File: src/demux_pkg.sv
// widths and payload types shared by the 1-to-4 demux
// the port count is fixed at 4 and trackers only look at the low ID bits
`default_nettype none

package demux_pkg;

  //----------------------------------------------------------------------
  // sizes
  //----------------------------------------------------------------------
  localparam int unsigned NUM_PORTS = 4;
  localparam int unsigned SEL_W     = 2;
  localparam int unsigned ID_W      = 4;
  // low ID bits used by the trackers, one counter per value
  localparam int unsigned LOOK_BITS = 2;
  localparam int unsigned NUM_IDS   = 2 ** LOOK_BITS;
  // in-flight counters, all ones means full
  localparam int unsigned CNT_W     = 3;
  localparam int unsigned ADDR_W    = 16;
  localparam int unsigned DATA_W    = 32;

  //----------------------------------------------------------------------
  // types
  //----------------------------------------------------------------------
  typedef logic [SEL_W-1:0]     sel_t;
  typedef logic [ID_W-1:0]      id_t;
  typedef logic [LOOK_BITS-1:0] look_t;
  typedef logic [CNT_W-1:0]     cnt_t;
  typedef logic [ADDR_W-1:0]    addr_t;
  typedef logic [DATA_W-1:0]    data_t;
  typedef logic [1:0]           resp_t;

  // a count of 7 blocks further pushes
  localparam cnt_t CNT_FULL = '1;

  // packed response payloads fed to the arbiters
  // B is {id, resp}, R is {id, data, resp, last}
  localparam int unsigned B_PAY_W = ID_W + 2;
  localparam int unsigned R_PAY_W = ID_W + DATA_W + 2 + 1;

endpackage

`default_nettype wire

File: src/id_track_if.sv
// lookup, push and pop between a steering block and its ID tracker
// pop is driven from the response side in the top level
`timescale 1ns/1ps
`default_nettype none

interface id_track_if import demux_pkg::*; ();

  // lookup of the ID currently offered
  look_t lookup_id;
  sel_t  lookup_sel;
  logic  lookup_busy;
  logic  full;

  // new transaction
  look_t push_id;
  sel_t  push_sel;
  logic  push;

  // retired transaction
  look_t pop_id;
  logic  pop;

  modport steer (
    output lookup_id, push_id, push_sel, push,
    input  lookup_sel, lookup_busy, full
  );

  modport tracker (
    input  lookup_id, push_id, push_sel, push, pop_id, pop,
    output lookup_sel, lookup_busy, full
  );

endinterface

`default_nettype wire

File: src/ar_steer.sv
// AR admission against the read ID tracker with a valid lock
// the tracker is pushed on the AR handshake
`timescale 1ns/1ps
`default_nettype none

module ar_steer import demux_pkg::*; (
  input  logic                 clk_i,
  input  logic                 rst_n_i,
  input  logic                 ar_valid_i,
  input  sel_t                 ar_sel_i,
  input  id_t                  ar_id_i,
  output logic                 ar_ready_o,
  output logic [NUM_PORTS-1:0] mst_ar_valid_o,
  input  logic [NUM_PORTS-1:0] mst_ar_ready_i,
  id_track_if.steer            trk
);

  logic lock_q;
  logic ar_valid;

  assign trk.lookup_id = ar_id_i[LOOK_BITS-1:0];
  assign trk.push_id   = ar_id_i[LOOK_BITS-1:0];
  assign trk.push_sel  = ar_sel_i;

  // locked offers skip the checks, the tracker can only have drained meanwhile
  assign ar_valid = lock_q ||
                    (ar_valid_i && !trk.full &&
                     (!trk.lookup_busy || (trk.lookup_sel == ar_sel_i)));

  assign ar_ready_o = ar_valid && mst_ar_ready_i[ar_sel_i];
  assign trk.push   = ar_ready_o;

  always_comb begin
    for (int i = 0; i < NUM_PORTS; i++) begin
      mst_ar_valid_o[i] = ar_valid && (ar_sel_i == sel_t'(i));
    end
  end

  // hold the offer while the master stalls
  always_ff @(posedge clk_i) begin
    if (!rst_n_i) begin
      lock_q <= 1'b0;
    end else begin
      lock_q <= ar_valid && !mst_ar_ready_i[ar_sel_i];
    end
  end

  // the offer must stay on the same port until the master takes it
  a_ar_valid_stable : assert property (
    @(posedge clk_i) disable iff (!rst_n_i)
    (ar_valid && !ar_ready_o) |=> $stable(mst_ar_valid_o)
  ) else $error("AR valid dropped or moved before ready");

endmodule

`default_nettype wire

File: src/aw_steer.sv
// AW admission, AW valid lock and W routing by open-burst count
// W bursts must arrive in AW order and must not interleave
`timescale 1ns/1ps
`default_nettype none

module aw_steer import demux_pkg::*; (
  input  logic                 clk_i,
  input  logic                 rst_n_i,
  // slave AW
  input  logic                 aw_valid_i,
  input  sel_t                 aw_sel_i,
  input  id_t                  aw_id_i,
  output logic                 aw_ready_o,
  // master AW
  output logic [NUM_PORTS-1:0] mst_aw_valid_o,
  input  logic [NUM_PORTS-1:0] mst_aw_ready_i,
  // slave W
  input  logic                 w_valid_i,
  input  logic                 w_last_i,
  output logic                 w_ready_o,
  // master W
  output logic [NUM_PORTS-1:0] mst_w_valid_o,
  input  logic [NUM_PORTS-1:0] mst_w_ready_i,
  id_track_if.steer            trk
);

  logic lock_q;
  logic lock_d;
  logic aw_valid;
  logic w_cnt_up;
  logic w_cnt_down;
  logic w_sel_valid;
  cnt_t w_open_q;
  sel_t w_sel_q;
  sel_t w_sel;

  assign trk.lookup_id = aw_id_i[LOOK_BITS-1:0];
  assign trk.push_id   = aw_id_i[LOOK_BITS-1:0];
  assign trk.push_sel  = aw_sel_i;
  // push once, on the first cycle the AW is offered
  assign trk.push      = w_cnt_up;

  //----------------------------------------------------------------------
  // AW admission and lock
  //----------------------------------------------------------------------
  always_comb begin
    aw_valid = 1'b0;
    w_cnt_up = 1'b0;
    lock_d   = lock_q;
    if (lock_q) begin
      // decision already taken, keep offering until the master takes it
      aw_valid = 1'b1;
      if (mst_aw_ready_i[aw_sel_i]) begin
        lock_d = 1'b0;
      end
    end else if (aw_valid_i && !trk.full && (w_open_q != CNT_FULL) &&
                 ((w_open_q == '0) || (w_sel_q == aw_sel_i)) &&
                 (!trk.lookup_busy || (trk.lookup_sel == aw_sel_i))) begin
      aw_valid = 1'b1;
      w_cnt_up = 1'b1;
      if (!mst_aw_ready_i[aw_sel_i]) begin
        lock_d = 1'b1;
      end
    end
  end

  assign aw_ready_o = aw_valid && mst_aw_ready_i[aw_sel_i];

  always_comb begin
    for (int i = 0; i < NUM_PORTS; i++) begin
      mst_aw_valid_o[i] = aw_valid && (aw_sel_i == sel_t'(i));
    end
  end

  //----------------------------------------------------------------------
  // W routing
  //----------------------------------------------------------------------
  // with no burst open the W may follow the AW offered right now
  assign w_sel       = (w_open_q != '0) ? w_sel_q : aw_sel_i;
  assign w_sel_valid = w_cnt_up || (w_open_q != '0);
  assign w_ready_o   = w_sel_valid && mst_w_ready_i[w_sel];
  assign w_cnt_down  = w_valid_i && w_ready_o && w_last_i;

  always_comb begin
    for (int i = 0; i < NUM_PORTS; i++) begin
      mst_w_valid_o[i] = w_sel_valid && w_valid_i && (w_sel == sel_t'(i));
    end
  end

  always_ff @(posedge clk_i) begin
    if (!rst_n_i) begin
      lock_q   <= 1'b0;
      w_open_q <= '0;
    end else begin
      lock_q <= lock_d;
      if (w_cnt_up && !w_cnt_down) begin
        w_open_q <= w_open_q + cnt_t'(1);
      end else if (w_cnt_down && !w_cnt_up) begin
        w_open_q <= w_open_q - cnt_t'(1);
      end
    end
  end

  // port of the bursts still open
  always_ff @(posedge clk_i) begin
    if (w_cnt_up) begin
      w_sel_q <= aw_sel_i;
    end
  end

  //----------------------------------------------------------------------
  // checks
  //----------------------------------------------------------------------
  // the offer must stay on the same port until the master takes it
  a_aw_valid_stable : assert property (
    @(posedge clk_i) disable iff (!rst_n_i)
    (aw_valid && !aw_ready_o) |=> $stable(mst_aw_valid_o)
  ) else $error("AW valid dropped or moved before ready");

  // a wrap below zero would show up as a full count
  a_w_no_underflow : assert property (
    @(posedge clk_i) disable iff (!rst_n_i)
    (w_open_q == '0) |=> (w_open_q <= cnt_t'(1))
  ) else $error("open W counter underflow");

endmodule

`default_nettype wire

File: src/axi_demux_top.sv
// one slave port to four master ports, AW/AR steered by their select inputs
// selects must stay stable with their valid, responses merge round-robin
`timescale 1ns/1ps
`default_nettype none

module axi_demux_top import demux_pkg::*; (
  input  logic                          clk_i,
  input  logic                          rst_n_i,
  // slave AW
  input  logic                          s_aw_valid_i,
  output logic                          s_aw_ready_o,
  input  id_t                           s_aw_id_i,
  input  addr_t                         s_aw_addr_i,
  input  sel_t                          s_aw_sel_i,
  // slave W
  input  logic                          s_w_valid_i,
  output logic                          s_w_ready_o,
  input  data_t                         s_w_data_i,
  input  logic                          s_w_last_i,
  // slave B
  output logic                          s_b_valid_o,
  input  logic                          s_b_ready_i,
  output id_t                           s_b_id_o,
  output resp_t                         s_b_resp_o,
  // slave AR
  input  logic                          s_ar_valid_i,
  output logic                          s_ar_ready_o,
  input  id_t                           s_ar_id_i,
  input  addr_t                         s_ar_addr_i,
  input  sel_t                          s_ar_sel_i,
  // slave R
  output logic                          s_r_valid_o,
  input  logic                          s_r_ready_i,
  output id_t                           s_r_id_o,
  output data_t                         s_r_data_o,
  output resp_t                         s_r_resp_o,
  output logic                          s_r_last_o,
  // master AW
  output logic  [NUM_PORTS-1:0]         m_aw_valid_o,
  input  logic  [NUM_PORTS-1:0]         m_aw_ready_i,
  output id_t   [NUM_PORTS-1:0]         m_aw_id_o,
  output addr_t [NUM_PORTS-1:0]         m_aw_addr_o,
  // master W
  output logic  [NUM_PORTS-1:0]         m_w_valid_o,
  input  logic  [NUM_PORTS-1:0]         m_w_ready_i,
  output data_t [NUM_PORTS-1:0]         m_w_data_o,
  output logic  [NUM_PORTS-1:0]         m_w_last_o,
  // master B
  input  logic  [NUM_PORTS-1:0]         m_b_valid_i,
  output logic  [NUM_PORTS-1:0]         m_b_ready_o,
  input  id_t   [NUM_PORTS-1:0]         m_b_id_i,
  input  resp_t [NUM_PORTS-1:0]         m_b_resp_i,
  // master AR
  output logic  [NUM_PORTS-1:0]         m_ar_valid_o,
  input  logic  [NUM_PORTS-1:0]         m_ar_ready_i,
  output id_t   [NUM_PORTS-1:0]         m_ar_id_o,
  output addr_t [NUM_PORTS-1:0]         m_ar_addr_o,
  // master R
  input  logic  [NUM_PORTS-1:0]         m_r_valid_i,
  output logic  [NUM_PORTS-1:0]         m_r_ready_o,
  input  id_t   [NUM_PORTS-1:0]         m_r_id_i,
  input  data_t [NUM_PORTS-1:0]         m_r_data_i,
  input  resp_t [NUM_PORTS-1:0]         m_r_resp_i,
  input  logic  [NUM_PORTS-1:0]         m_r_last_i
);

  id_track_if trk_aw ();
  id_track_if trk_ar ();

  logic [NUM_PORTS-1:0][B_PAY_W-1:0] b_pay;
  logic [NUM_PORTS-1:0][R_PAY_W-1:0] r_pay;
  logic [B_PAY_W-1:0]                b_pay_out;
  logic [R_PAY_W-1:0]                r_pay_out;

  //----------------------------------------------------------------------
  // payload fan-out and response packing
  //----------------------------------------------------------------------
  for (genvar i = 0; i < NUM_PORTS; i++) begin : gen_port
    assign m_aw_id_o[i]   = s_aw_id_i;
    assign m_aw_addr_o[i] = s_aw_addr_i;
    assign m_w_data_o[i]  = s_w_data_i;
    assign m_w_last_o[i]  = s_w_last_i;
    assign m_ar_id_o[i]   = s_ar_id_i;
    assign m_ar_addr_o[i] = s_ar_addr_i;
    assign b_pay[i]       = {m_b_id_i[i], m_b_resp_i[i]};
    assign r_pay[i]       = {m_r_id_i[i], m_r_data_i[i], m_r_resp_i[i], m_r_last_i[i]};
  end

  assign {s_b_id_o, s_b_resp_o}                         = b_pay_out;
  assign {s_r_id_o, s_r_data_o, s_r_resp_o, s_r_last_o} = r_pay_out;

  // pops on the slave side handshakes, reads retire on the last beat
  assign trk_aw.pop_id = s_b_id_o[LOOK_BITS-1:0];
  assign trk_aw.pop    = s_b_valid_o && s_b_ready_i;
  assign trk_ar.pop_id = s_r_id_o[LOOK_BITS-1:0];
  assign trk_ar.pop    = s_r_valid_o && s_r_ready_i && s_r_last_o;

  //----------------------------------------------------------------------
  // instances
  //----------------------------------------------------------------------
  aw_steer u_aw_steer (
    .clk_i, .rst_n_i,
    .aw_valid_i     (s_aw_valid_i),
    .aw_sel_i       (s_aw_sel_i),
    .aw_id_i        (s_aw_id_i),
    .aw_ready_o     (s_aw_ready_o),
    .mst_aw_valid_o (m_aw_valid_o),
    .mst_aw_ready_i (m_aw_ready_i),
    .w_valid_i      (s_w_valid_i),
    .w_last_i       (s_w_last_i),
    .w_ready_o      (s_w_ready_o),
    .mst_w_valid_o  (m_w_valid_o),
    .mst_w_ready_i  (m_w_ready_i),
    .trk            (trk_aw.steer)
  );

  ar_steer u_ar_steer (
    .clk_i, .rst_n_i,
    .ar_valid_i     (s_ar_valid_i),
    .ar_sel_i       (s_ar_sel_i),
    .ar_id_i        (s_ar_id_i),
    .ar_ready_o     (s_ar_ready_o),
    .mst_ar_valid_o (m_ar_valid_o),
    .mst_ar_ready_i (m_ar_ready_i),
    .trk            (trk_ar.steer)
  );

  id_tracker u_aw_tracker (.clk_i, .rst_n_i, .trk(trk_aw.tracker));
  id_tracker u_ar_tracker (.clk_i, .rst_n_i, .trk(trk_ar.tracker));

  resp_arbiter #(.PAYLOAD_W(B_PAY_W)) u_b_arb (
    .clk_i, .rst_n_i,
    .in_valid_i    (m_b_valid_i),
    .in_payload_i  (b_pay),
    .in_ready_o    (m_b_ready_o),
    .out_valid_o   (s_b_valid_o),
    .out_payload_o (b_pay_out),
    .out_ready_i   (s_b_ready_i)
  );

  resp_arbiter #(.PAYLOAD_W(R_PAY_W)) u_r_arb (
    .clk_i, .rst_n_i,
    .in_valid_i    (m_r_valid_i),
    .in_payload_i  (r_pay),
    .in_ready_o    (m_r_ready_o),
    .out_valid_o   (s_r_valid_o),
    .out_payload_o (r_pay_out),
    .out_ready_i   (s_r_ready_i)
  );

endmodule

`default_nettype wire

File: src/id_tracker.sv
// per-ID in-flight counters with the port select of the open transactions
// full rises as soon as any one counter reaches 7
`timescale 1ns/1ps
`default_nettype none

module id_tracker import demux_pkg::*; (
  input  logic clk_i,
  input  logic rst_n_i,
  id_track_if.tracker trk
);

  // in-flight count and remembered port per tracked ID
  cnt_t cnt_q [NUM_IDS];
  sel_t sel_q [NUM_IDS];

  logic [NUM_IDS-1:0] busy;
  logic [NUM_IDS-1:0] at_max;

  //----------------------------------------------------------------------
  // lookup
  //----------------------------------------------------------------------
  assign trk.lookup_sel  = sel_q[trk.lookup_id];
  assign trk.lookup_busy = busy[trk.lookup_id];
  assign trk.full        = |at_max;

  //----------------------------------------------------------------------
  // counters
  //----------------------------------------------------------------------
  for (genvar i = 0; i < NUM_IDS; i++) begin : gen_cnt
    logic push_en;
    logic pop_en;

    assign push_en   = trk.push && (trk.push_id == look_t'(i));
    assign pop_en    = trk.pop && (trk.pop_id == look_t'(i));
    assign busy[i]   = (cnt_q[i] != '0);
    assign at_max[i] = (cnt_q[i] == CNT_FULL);

    // push and pop in the same cycle leave the count alone
    always_ff @(posedge clk_i) begin
      if (!rst_n_i) begin
        cnt_q[i] <= '0;
      end else if (push_en && !pop_en) begin
        cnt_q[i] <= cnt_q[i] + cnt_t'(1);
      end else if (pop_en && !push_en) begin
        cnt_q[i] <= cnt_q[i] - cnt_t'(1);
      end
    end

    // select of the newest push, only read while the count is nonzero
    always_ff @(posedge clk_i) begin
      if (push_en) begin
        sel_q[i] <= trk.push_sel;
      end
    end

    // a response retiring an ID nobody sent points to a broken master
    a_no_underflow : assert property (
      @(posedge clk_i) disable iff (!rst_n_i)
      pop_en |-> busy[i]
    ) else $error("id tracker counter %0d popped while empty", i);
  end

endmodule

`default_nettype wire

File: src/resp_arbiter.sv
// round-robin merge of one response channel from the master ports
// the grant stays locked while the slave side stalls
`timescale 1ns/1ps
`default_nettype none

module resp_arbiter import demux_pkg::*; #(
  parameter int unsigned PAYLOAD_W = 8
) (
  input  logic                                clk_i,
  input  logic                                rst_n_i,
  input  logic [NUM_PORTS-1:0]                in_valid_i,
  input  logic [NUM_PORTS-1:0][PAYLOAD_W-1:0] in_payload_i,
  output logic [NUM_PORTS-1:0]                in_ready_o,
  output logic                                out_valid_o,
  output logic [PAYLOAD_W-1:0]                out_payload_o,
  input  logic                                out_ready_i
);

  sel_t rr_q;
  sel_t rr_idx;
  sel_t gnt_idx;
  sel_t lock_idx_q;
  logic lock_q;
  logic hs;

  // first valid port at or after the pointer
  always_comb begin
    logic found;
    sel_t cand;
    found  = 1'b0;
    rr_idx = rr_q;
    for (int k = 0; k < NUM_PORTS; k++) begin
      cand = rr_q + sel_t'(k);
      if (!found && in_valid_i[cand]) begin
        found  = 1'b1;
        rr_idx = cand;
      end
    end
  end

  assign gnt_idx       = lock_q ? lock_idx_q : rr_idx;
  assign out_valid_o   = in_valid_i[gnt_idx];
  assign out_payload_o = out_valid_o ? in_payload_i[gnt_idx] : '0;
  assign hs            = out_valid_o && out_ready_i;

  always_comb begin
    for (int i = 0; i < NUM_PORTS; i++) begin
      in_ready_o[i] = hs && (gnt_idx == sel_t'(i));
    end
  end

  //----------------------------------------------------------------------
  // lock-in and pointer
  //----------------------------------------------------------------------
  always_ff @(posedge clk_i) begin
    if (!rst_n_i) begin
      rr_q       <= '0;
      lock_q     <= 1'b0;
      lock_idx_q <= '0;
    end else if (hs) begin
      // next search starts after the winner
      rr_q   <= gnt_idx + sel_t'(1);
      lock_q <= 1'b0;
    end else if (out_valid_o) begin
      lock_q     <= 1'b1;
      lock_idx_q <= gnt_idx;
    end
  end

  a_grant_stable : assert property (
    @(posedge clk_i) disable iff (!rst_n_i)
    (out_valid_o && !out_ready_i) |=> (out_valid_o && $stable(gnt_idx))
  ) else $error("response grant moved while waiting");

endmodule

`default_nettype wire
File: config.mk
export PLATFORM = sky130hd
export DESIGN_NAME = axi_demux_top
export DESIGN_NICKNAME = d
export VERILOG_FILES = /design/src/demux_pkg.sv /design/src/id_track_if.sv /design/src/ar_steer.sv /design/src/aw_steer.sv /design/src/axi_demux_top.sv /design/src/id_tracker.sv /design/src/resp_arbiter.sv
export SDC_FILE = /design/constraint.sdc
export NUM_CORES = 1
export LEC_CHECK = 0
export ABC_AREA = 1
export BUFFER_PORTS_ARGS = -buffer_cell sky130_fd_sc_hd__buf_2
export CAP_MARGIN = 30
export CORE_AREA = 2 2 253 255
export DETAILED_ROUTE_END_ITERATION = 7
export DIE_AREA = 0 0 255 257
export PLACE_DENSITY_LB_ADDON = 0.05
export SLEW_MARGIN = 20
export SYNTH_ARGS = -nofsm -noshare
export SYNTH_HDL_FRONTEND = slang
export SYNTH_SLANG_ARGS = --single-unit
File: constraint.sdc
create_clock -name clk_i -period 3.3 [get_ports clk_i]
set_input_delay 0.66 -clock clk_i [delete_from_list [all_inputs] [get_ports clk_i]]
set_output_delay 0.66 -clock clk_i [all_outputs]
set_load 0.01 [all_outputs]
-- Word level (Yosys, flattened, before mapping)
Memories as Yosys holds them, arrays and structs flattened.
Cells that the tools add are included.
- flip-flop bits (word level): 17
- latch bits: 0
- RAM bits: 40
- ROM bits: 0
- input port bits: 284
- output and inout port bits: 362
- logic and storage cells: 421
- memories: 4
- memories (memory ; depth ; bits a word ; rd ports ; clocked after Yosys merged registers in ; write ports ; RTL line ; RTL):
    u_ar_tracker.cnt_q ; 4 ; 3 ; 4 ; 0 ; 4 ; id_tracker.sv:13 ; cnt_t cnt_q [NUM_IDS];
    u_aw_tracker.cnt_q ; 4 ; 3 ; 4 ; 0 ; 4 ; id_tracker.sv:13 ;
    u_ar_tracker.sel_q ; 4 ; 2 ; 1 ; 0 ; 1 ; id_tracker.sv:14 ; sel_t sel_q [NUM_IDS];
    u_aw_tracker.sel_q ; 4 ; 2 ; 1 ; 0 ; 1 ; id_tracker.sv:14 ;
- add/subtract/negate cells: 26
- multipliers: 0
- div/mod/pow operators: 0
- order comparisons: 15
- equality and inequality tests: 39
- shift operators: 0
- muxes and demuxes: 166
- bitwise operators: 19
- reduce and logical (&&, ||, !) cells: 142
- operators by type and width (cell ; count):
    1-bit 2-to-1 mux ; 106
    39-bit binary-select mux with 2-bit select ; 1
    39-bit 2-to-1 mux ; 2
    1-bit logical AND ; 76
    3-bit 2-to-1 mux ; 18
    2-bit by 3-bit less-than comparator with 1-bit output, second input constant ; 15
    2-bit 2-to-1 mux ; 21
    2-bit equality test, second input constant ; 18
    1-bit binary-select mux with 2-bit select ; 15
    1-bit zero test ; 29
    3-bit by 1-bit adder with 3-bit output, second input constant ; 9
    3-bit nonzero test ; 9
    3-bit by 1-bit subtractor with 3-bit output, second input constant ; 9
    3-bit equality test, second input constant ; 8
    2-bit by 1-bit equality test with 1-bit output, second input constant ; 9
    2-bit zero test ; 9
    1-bit bitwise OR ; 16
    2-bit OR reduction ; 8
    6-bit binary-select mux with 2-bit select ; 1
    6-bit 2-to-1 mux ; 2
    2-bit by 1-bit adder with 2-bit output, second input constant ; 4
    2-bit adder, second input constant ; 4
    4-bit OR reduction ; 2
    2-bit equality test ; 3
    other kinds (6) ; 13

-- Longest topological paths before layout
- word-level depth: 25
- gate-level depth with buffers: 25
- gate-level depth less buffers: 24

-- Cells and area by module
From an unflattened synthesis, not the netlist that was laid out.
- cell total of the unflattened synthesis: 1318
- area, all modules: 8871.0 sq um
- by module, submodules not included (module ; instances ; cells an instance ; area each (sq um) ; seq. area each (sq um)):
    resp_arbiter (u_r_arb) ; 1 ; 421 ; 2235.9 ; 100.1
    axi_demux_top ; 1 ; 297 ; 2213.4 ; 0.0
    id_tracker (u_aw_tracker) ; 1 ; 138 ; 1320.0 ; 600.6
    id_tracker (u_ar_tracker) ; 1 ; 144 ; 1285.0 ; 600.6
    resp_arbiter (u_b_arb) ; 1 ; 176 ; 914.6 ; 100.1
    aw_steer ; 1 ; 103 ; 664.4 ; 140.1
    ar_steer ; 1 ; 39 ; 237.7 ; 20.0

-- Worst setup path after synthesis
OpenSTA, ideal clock, no wires.
- kind: input to register
- start point: in s_aw_sel_i[0]
- end point: reg u_aw_steer.w_open_q[1]
- library setup time: 0.116 ns
- arrival time: 3.090 ns
- required time: 3.184 ns
- slack: 0.094 ns
- stages on the path: 14
- buffers on the path: 1
- path through: clkbuf_1 > xnor2_1 > a21oi_1 > a311oi_1 > nand2_1 > nor2_1 > inv_1 > a21oi_1 > nand3_1 > ha_1 > inv_1 > fa_1 > o21ai_0 > nor2_1
- word-level cells in the longest chain between the ends: 13
- elaborated cells between the ends (all ways): 21
- classes of those cells: eq/ne (2); mux (6); reduce/logical (13)
- RTL lines (item ; RTL line ; RTL):
    start, declared ; axi_demux_top.sv:14 ; input sel_t s_aw_sel_i,
    2-bit equality test ; aw_steer.sv:57 ; ((w_open_q == '0) || (w_sel_q == aw_sel_i)) &&
    1-bit logical OR ; aw_steer.sv:57 ;
    1-bit logical AND ; aw_steer.sv:56 ; end else if (aw_valid_i && !trk.full && (w_open_q != CNT_FULL) &&
    1-bit logical AND * ; aw_steer.sv:57 ;
    1-bit 2-to-1 mux * ; aw_steer.sv:56 ;
    1-bit 2-to-1 mux * ; aw_steer.sv:50 ; if (lock_q) begin
    via trk_aw.push ; id_track_if.sv:17 ; logic push;
    1-bit logical OR * ; aw_steer.sv:80 ; assign w_sel_valid = w_cnt_up || (w_open_q != '0);
    1-bit logical AND * ; aw_steer.sv:81 ; assign w_ready_o = w_sel_valid && mst_w_ready_i[w_sel];
    via s_w_ready_o ; axi_demux_top.sv:17 ; output logic s_w_ready_o,
    1-bit logical AND * (2 in series) ; aw_steer.sv:82 ; assign w_cnt_down = w_valid_i && w_ready_o && w_last_i;
    1-bit zero test ; aw_steer.sv:96 ; if (w_cnt_up && !w_cnt_down) begin
    1-bit logical AND ; aw_steer.sv:96 ;
    3-bit 2-to-1 mux / 2-bit nonzero test (equally long branches) ; - ;
    end signal, assigned ; aw_steer.sv:97 ; w_open_q <= w_open_q + cnt_t'(1);
    end signal, assigned ; aw_steer.sv:99 ; w_open_q <= w_open_q - cnt_t'(1);
    end, declared ; aw_steer.sv:33 ; cnt_t w_open_q;
Mark *: on every way through the listed nets, which the timed path passes. The rest lies on a longest branch. The select of a mux whose other input is x is not followed.
A chain may end at the register's enable or synchronous reset.

-- Final worst setup path
- start point: reg u_r_arb.rr_q[0]
- end point: out s_r_data_o[1]
- word-level cells in the longest chain between the ends: 16
- elaborated cells between the ends (all ways): 29
- classes of those cells: add/sub (3); mux (20); reduce/logical (6)
- RTL lines (item ; RTL line ; RTL):
    start, declared ; resp_arbiter.sv:19 ; sel_t rr_q;
    start signal, assigned ; resp_arbiter.sv:62 ; rr_q <= gnt_idx + sel_t'(1);
    parallel branches: the longest is 11 deep, another holds 2-bit by 1-bit adder with 2-bit output ; - ;
    2-bit 2-to-1 mux * ; resp_arbiter.sv:34 ; if (!found && in_valid_i[cand]) begin
    2-bit 2-to-1 mux * ; resp_arbiter.sv:41 ; assign gnt_idx = lock_q ? lock_idx_q : rr_idx;
    39-bit binary-select mux with 2-bit select / 1-bit binary-select mux with 2-bit select (equally long branches) ; resp_arbiter.sv:43, resp_arbiter.sv:42 ;
    39-bit 2-to-1 mux (implied by the code) / 1-bit 2-to-1 mux (equally long branches) ; resp_arbiter.sv:43, resp_arbiter.sv:42 ;
    39-bit 2-to-1 mux * ; resp_arbiter.sv:43 ; assign out_payload_o = out_valid_o ? in_payload_i[gnt_idx] : '0;
    end, declared ; axi_demux_top.sv:35 ; output data_t s_r_data_o,
Every way passes the cells marked *. The select of a mux whose other input is x is not followed.

==> metrics.yaml <==
synth_top_area_cell: "buf_4"
grt_usage: 0.1272
min-delay-start: "u_b_arb.lock_idx_q[0]$_SDFFE_PN0P_"
tightest_slew_ps: 565.6
core_sq_um: 62740
drcViolationCount: 0
grt_max_degree: 22
hp-class: "flop to flop"
synth_cell_types: 41
r2r_cells: 24
worstSetupEndpointType: "primary output"
antenna_found_initial: 21
period_needed_ps: 3397
cts_buffer_depth: 2
rows: 92
fmax_mhz: 294.4
start_util: 0.1327
yosysTopAreaCellShare: 0.2688
drt_pass1_iterations: 4
layout-drive-gt1-share: 0.5160
final_area_sq_um: 11860
final_cell_mix: "buf_2 (278), buf_4 (138), nand2_1 (137)"
via_per_inst: 3.719
ys_ff_latch: 57
timing.rr.start: "u_r_arb.rr_q[0]$_SDFFE_PN0P_"
fin_crit_sh: 1.029
synthArstFlopShare: 0
final-hold-violation-count: 0
avgRoutedWirePerCell_microns: 19.03
nets: 1722
whs_path_depth: 2
leakagePower_nw: 5.540
outcome: "finished with violations"
setup_ws_ps: -96.55
critPathLaunchType: "flop"
synth_nets: 1551
synthFlopType: "edfxtp_1"
fillers: 7192
grt_pass1_vias: 8643
clkSinkCount: 57
cts_root_buf: "clkbuf_16"
worstReg2RegEnd: "u_ar_tracker.cnt_q[2][2]$_SDFFCE_PN0P_"
yosys-top-cells-area: "buf_4 (27%), edfxtp_1 (15%), nand2_1 (8.7%)"
relSlewSlack: 0.6220
arrival_ps: 2740
layout_commonest_cell: "buf_2"
place_area_sq_um: 9826
critical_path_class: "flop to primary output"
wl_microns: 43010
ant_nets: 0
tritoncts: "yes"
die_width_microns: 255
synth.avg_cell_area_sq_um: 6.761
dp_hpwl_microns: 36230
cts.htree.levels: 3
synth_warnings: 0
min_to: "u_b_arb.lock_idx_q[0]$_SDFFE_PN0P_"
syn_to_final_growth_pct: 42.53
dieArea_sq_um: 65540
io_buffer_count: 305
ys_seq_area_frac: 0.1876
grt_pass1_wl_microns: 60380
dieHeight_microns: 257
drtIter0Drc: 274
drv_slew: 0
synth_edf_count: 42
violations: "negative setup slack"
cap_violations: 0
cts_made_buffers: 9
fin_tns_setup_ps: -912.7
grt_overflow: 0
ios: 646
clkLatencyLatePin_ps: 340
setup_viol_count_final: 23
ir_worst_vdd_v: 0.0007820
syn_inst: 1231
gp_congestion: 0.7919
rrSetupSlack_ps: 200
clk_pin_slew_worst_paths_ps: 60
skew_ps: 9.367
cp_max_fo: 8
netlist_area_sq_um: 8323
grt_setup_unrepaired: "true"
power_density_nw_per_um2: 1546
critPathRequiredTime_ps: 2640
dr_total_vias: 8406
-- through the flow --
step             util  power [mW]  hold slack, ps  setup WS, ps  cells
6_report       0.1891       18.34           466.4        -96.55   2260
3_5_place_dp   0.1566       13.05           464.0        -272.2   2194
5_1_grt        0.1889       19.86           486.4        -295.0   2255
3_3_place_gp   0.1566       13.20           460.9        -253.7   2194
2_1_floorplan       -       6.959           439.1         94.13   1231
4_1_cts        0.1745       16.82           472.6        -166.0   2230
-- sequential cells by signal, indices dropped and copies added (netlist names) --
| register | cells |
|---|---|
| u_b_arb.lock_q | 1 |
| u_b_arb.rr_q | 2 |
| u_b_arb.lock_idx_q | 2 |
| u_r_arb.rr_q | 2 |
| u_r_arb.lock_idx_q | 2 |
| u_ar_tracker.cnt_q | 12 |
| u_r_arb.lock_q | 1 |
| u_aw_steer.w_open_q | 3 |
| u_ar_tracker.sel_q | 8 |
| u_aw_tracker.sel_q | 8 |
| u_ar_steer.lock_q | 1 |
| u_aw_steer.w_sel_q | 2 |
| u_aw_tracker.cnt_q | 12 |
| u_aw_steer.lock_q | 1 |
-- cell families (layout without fill, tap and decap cells) --
logic type,count (synthesis),in the layout,share of synthesized area
other,0,9,0
buffers and inverters,440,613,0.3379
and+or+nand+nor,448,449,0.2423
DFF,57,57,0.1876
adders and majority gates,36,36,0.05683
xor gates and xnor gates,15,15,0.01578
AOI/OAI and AO/OA,235,235,0.1595
-- worst max path at each step --
| stage | start | endpoint | slack [ps] |
|---|---|---|---|
| 2_1_floorplan | s_aw_sel_i[0] | u_aw_steer.w_open_q[1]$_SDFFE_PN0P_ | 90 |
| 3_3_place_gp | m_r_valid_i[0] | u_ar_tracker.cnt_q[2][2]$_SDFFCE_PN0P_ | -250 |
| 3_5_place_dp | m_r_valid_i[2] | s_r_data_o[14] | -270 |
| 4_1_cts | u_r_arb.rr_q[0]$_SDFFE_PN0P_ | s_r_id_o[2] | -170 |
| 5_1_grt | u_r_arb.rr_q[0]$_SDFFE_PN0P_ | s_r_resp_o[1] | -300 |
| 6_report | u_r_arb.rr_q[0]$_SDFFE_PN0P_ | s_r_data_o[1] | -100 |
-- power breakdown --
group	internal, mW	switching (mW)	leakage, nW
Combinational	7.85	8.53	4.88
Clock	0.491	0.360	0.122
Sequential	0.967	0.138	0.538
-- synth_stat cells, types with 3 or more instances --
library cell  instances
xor2_1               11
dfxtp_1              15
o21bai_1             40
edfxtp_1             42
nor2_4                6
nand3_2               4
a22oi_1               7
buf_4               298
nand2_4               5
nand3b_1              4
nor2_2                5
o21ai_1               6
nor3_1               16
inv_2                 5
nand4_1              25
nor2_1              119
nand3_1              59
fa_1                  3
ha_1                 33
a21oi_1              59
nand2_1             192
o21ai_0             115
nand2_2               8
xnor2_1               4
buf_2                14
inv_1                99
buf_6                 3
clkbuf_1             19
-- layer usage --
layer / track usage / part of all wire
met1: 0.1443 / 0.39
met3: 0.07688 / 0.12
met5: 0.02857 / 0.0083
met4: 0.01868 / 0.014
met2: 0.2041 / 0.46
-- critical path: stages, from the launching register on --
cell	delay, ps
dfxtp_4	390
buf_8	150
nand2_4	60
nand2_4	50
nand2_2	80
nand2_4	60
nor2_4	100
nand2_1	70
nand2_2	80
nand2_1	50
nand2_1	60
nand2_2	80
nand2_2	80
nand2_4	90
buf_12	150
buf_16	140
buf_12	140
nor2_2	70
o21ai_1	60
a21oi_1	150
buf_4	150
buf_6	100
-- final cells by class --
type	instances	area (sq um)	share of cell area
timing repair buffer	494	3637	0.3066
sequential	57	1570	0.1324
tap	846	1059	0.08923
clock buffer	9	225.2	0.01899
inverter	105	419.2	0.03533
clock inverter	5	25.02	0.002109
multi-input combinational	735	4905	0.4135
antenna	9	22.52	0.001899
-- repair_timing --
item / CTS / global route
endpoints found under the setup margin: 58 / 71
resized for setup: 176 / 212
gates cloned: 6 / 2
setup buffers: 17 / 20
hold buffers: 0 / 0
pin swaps: 36 / 73
Note: power is estimated with default switching activity, not from simulation.
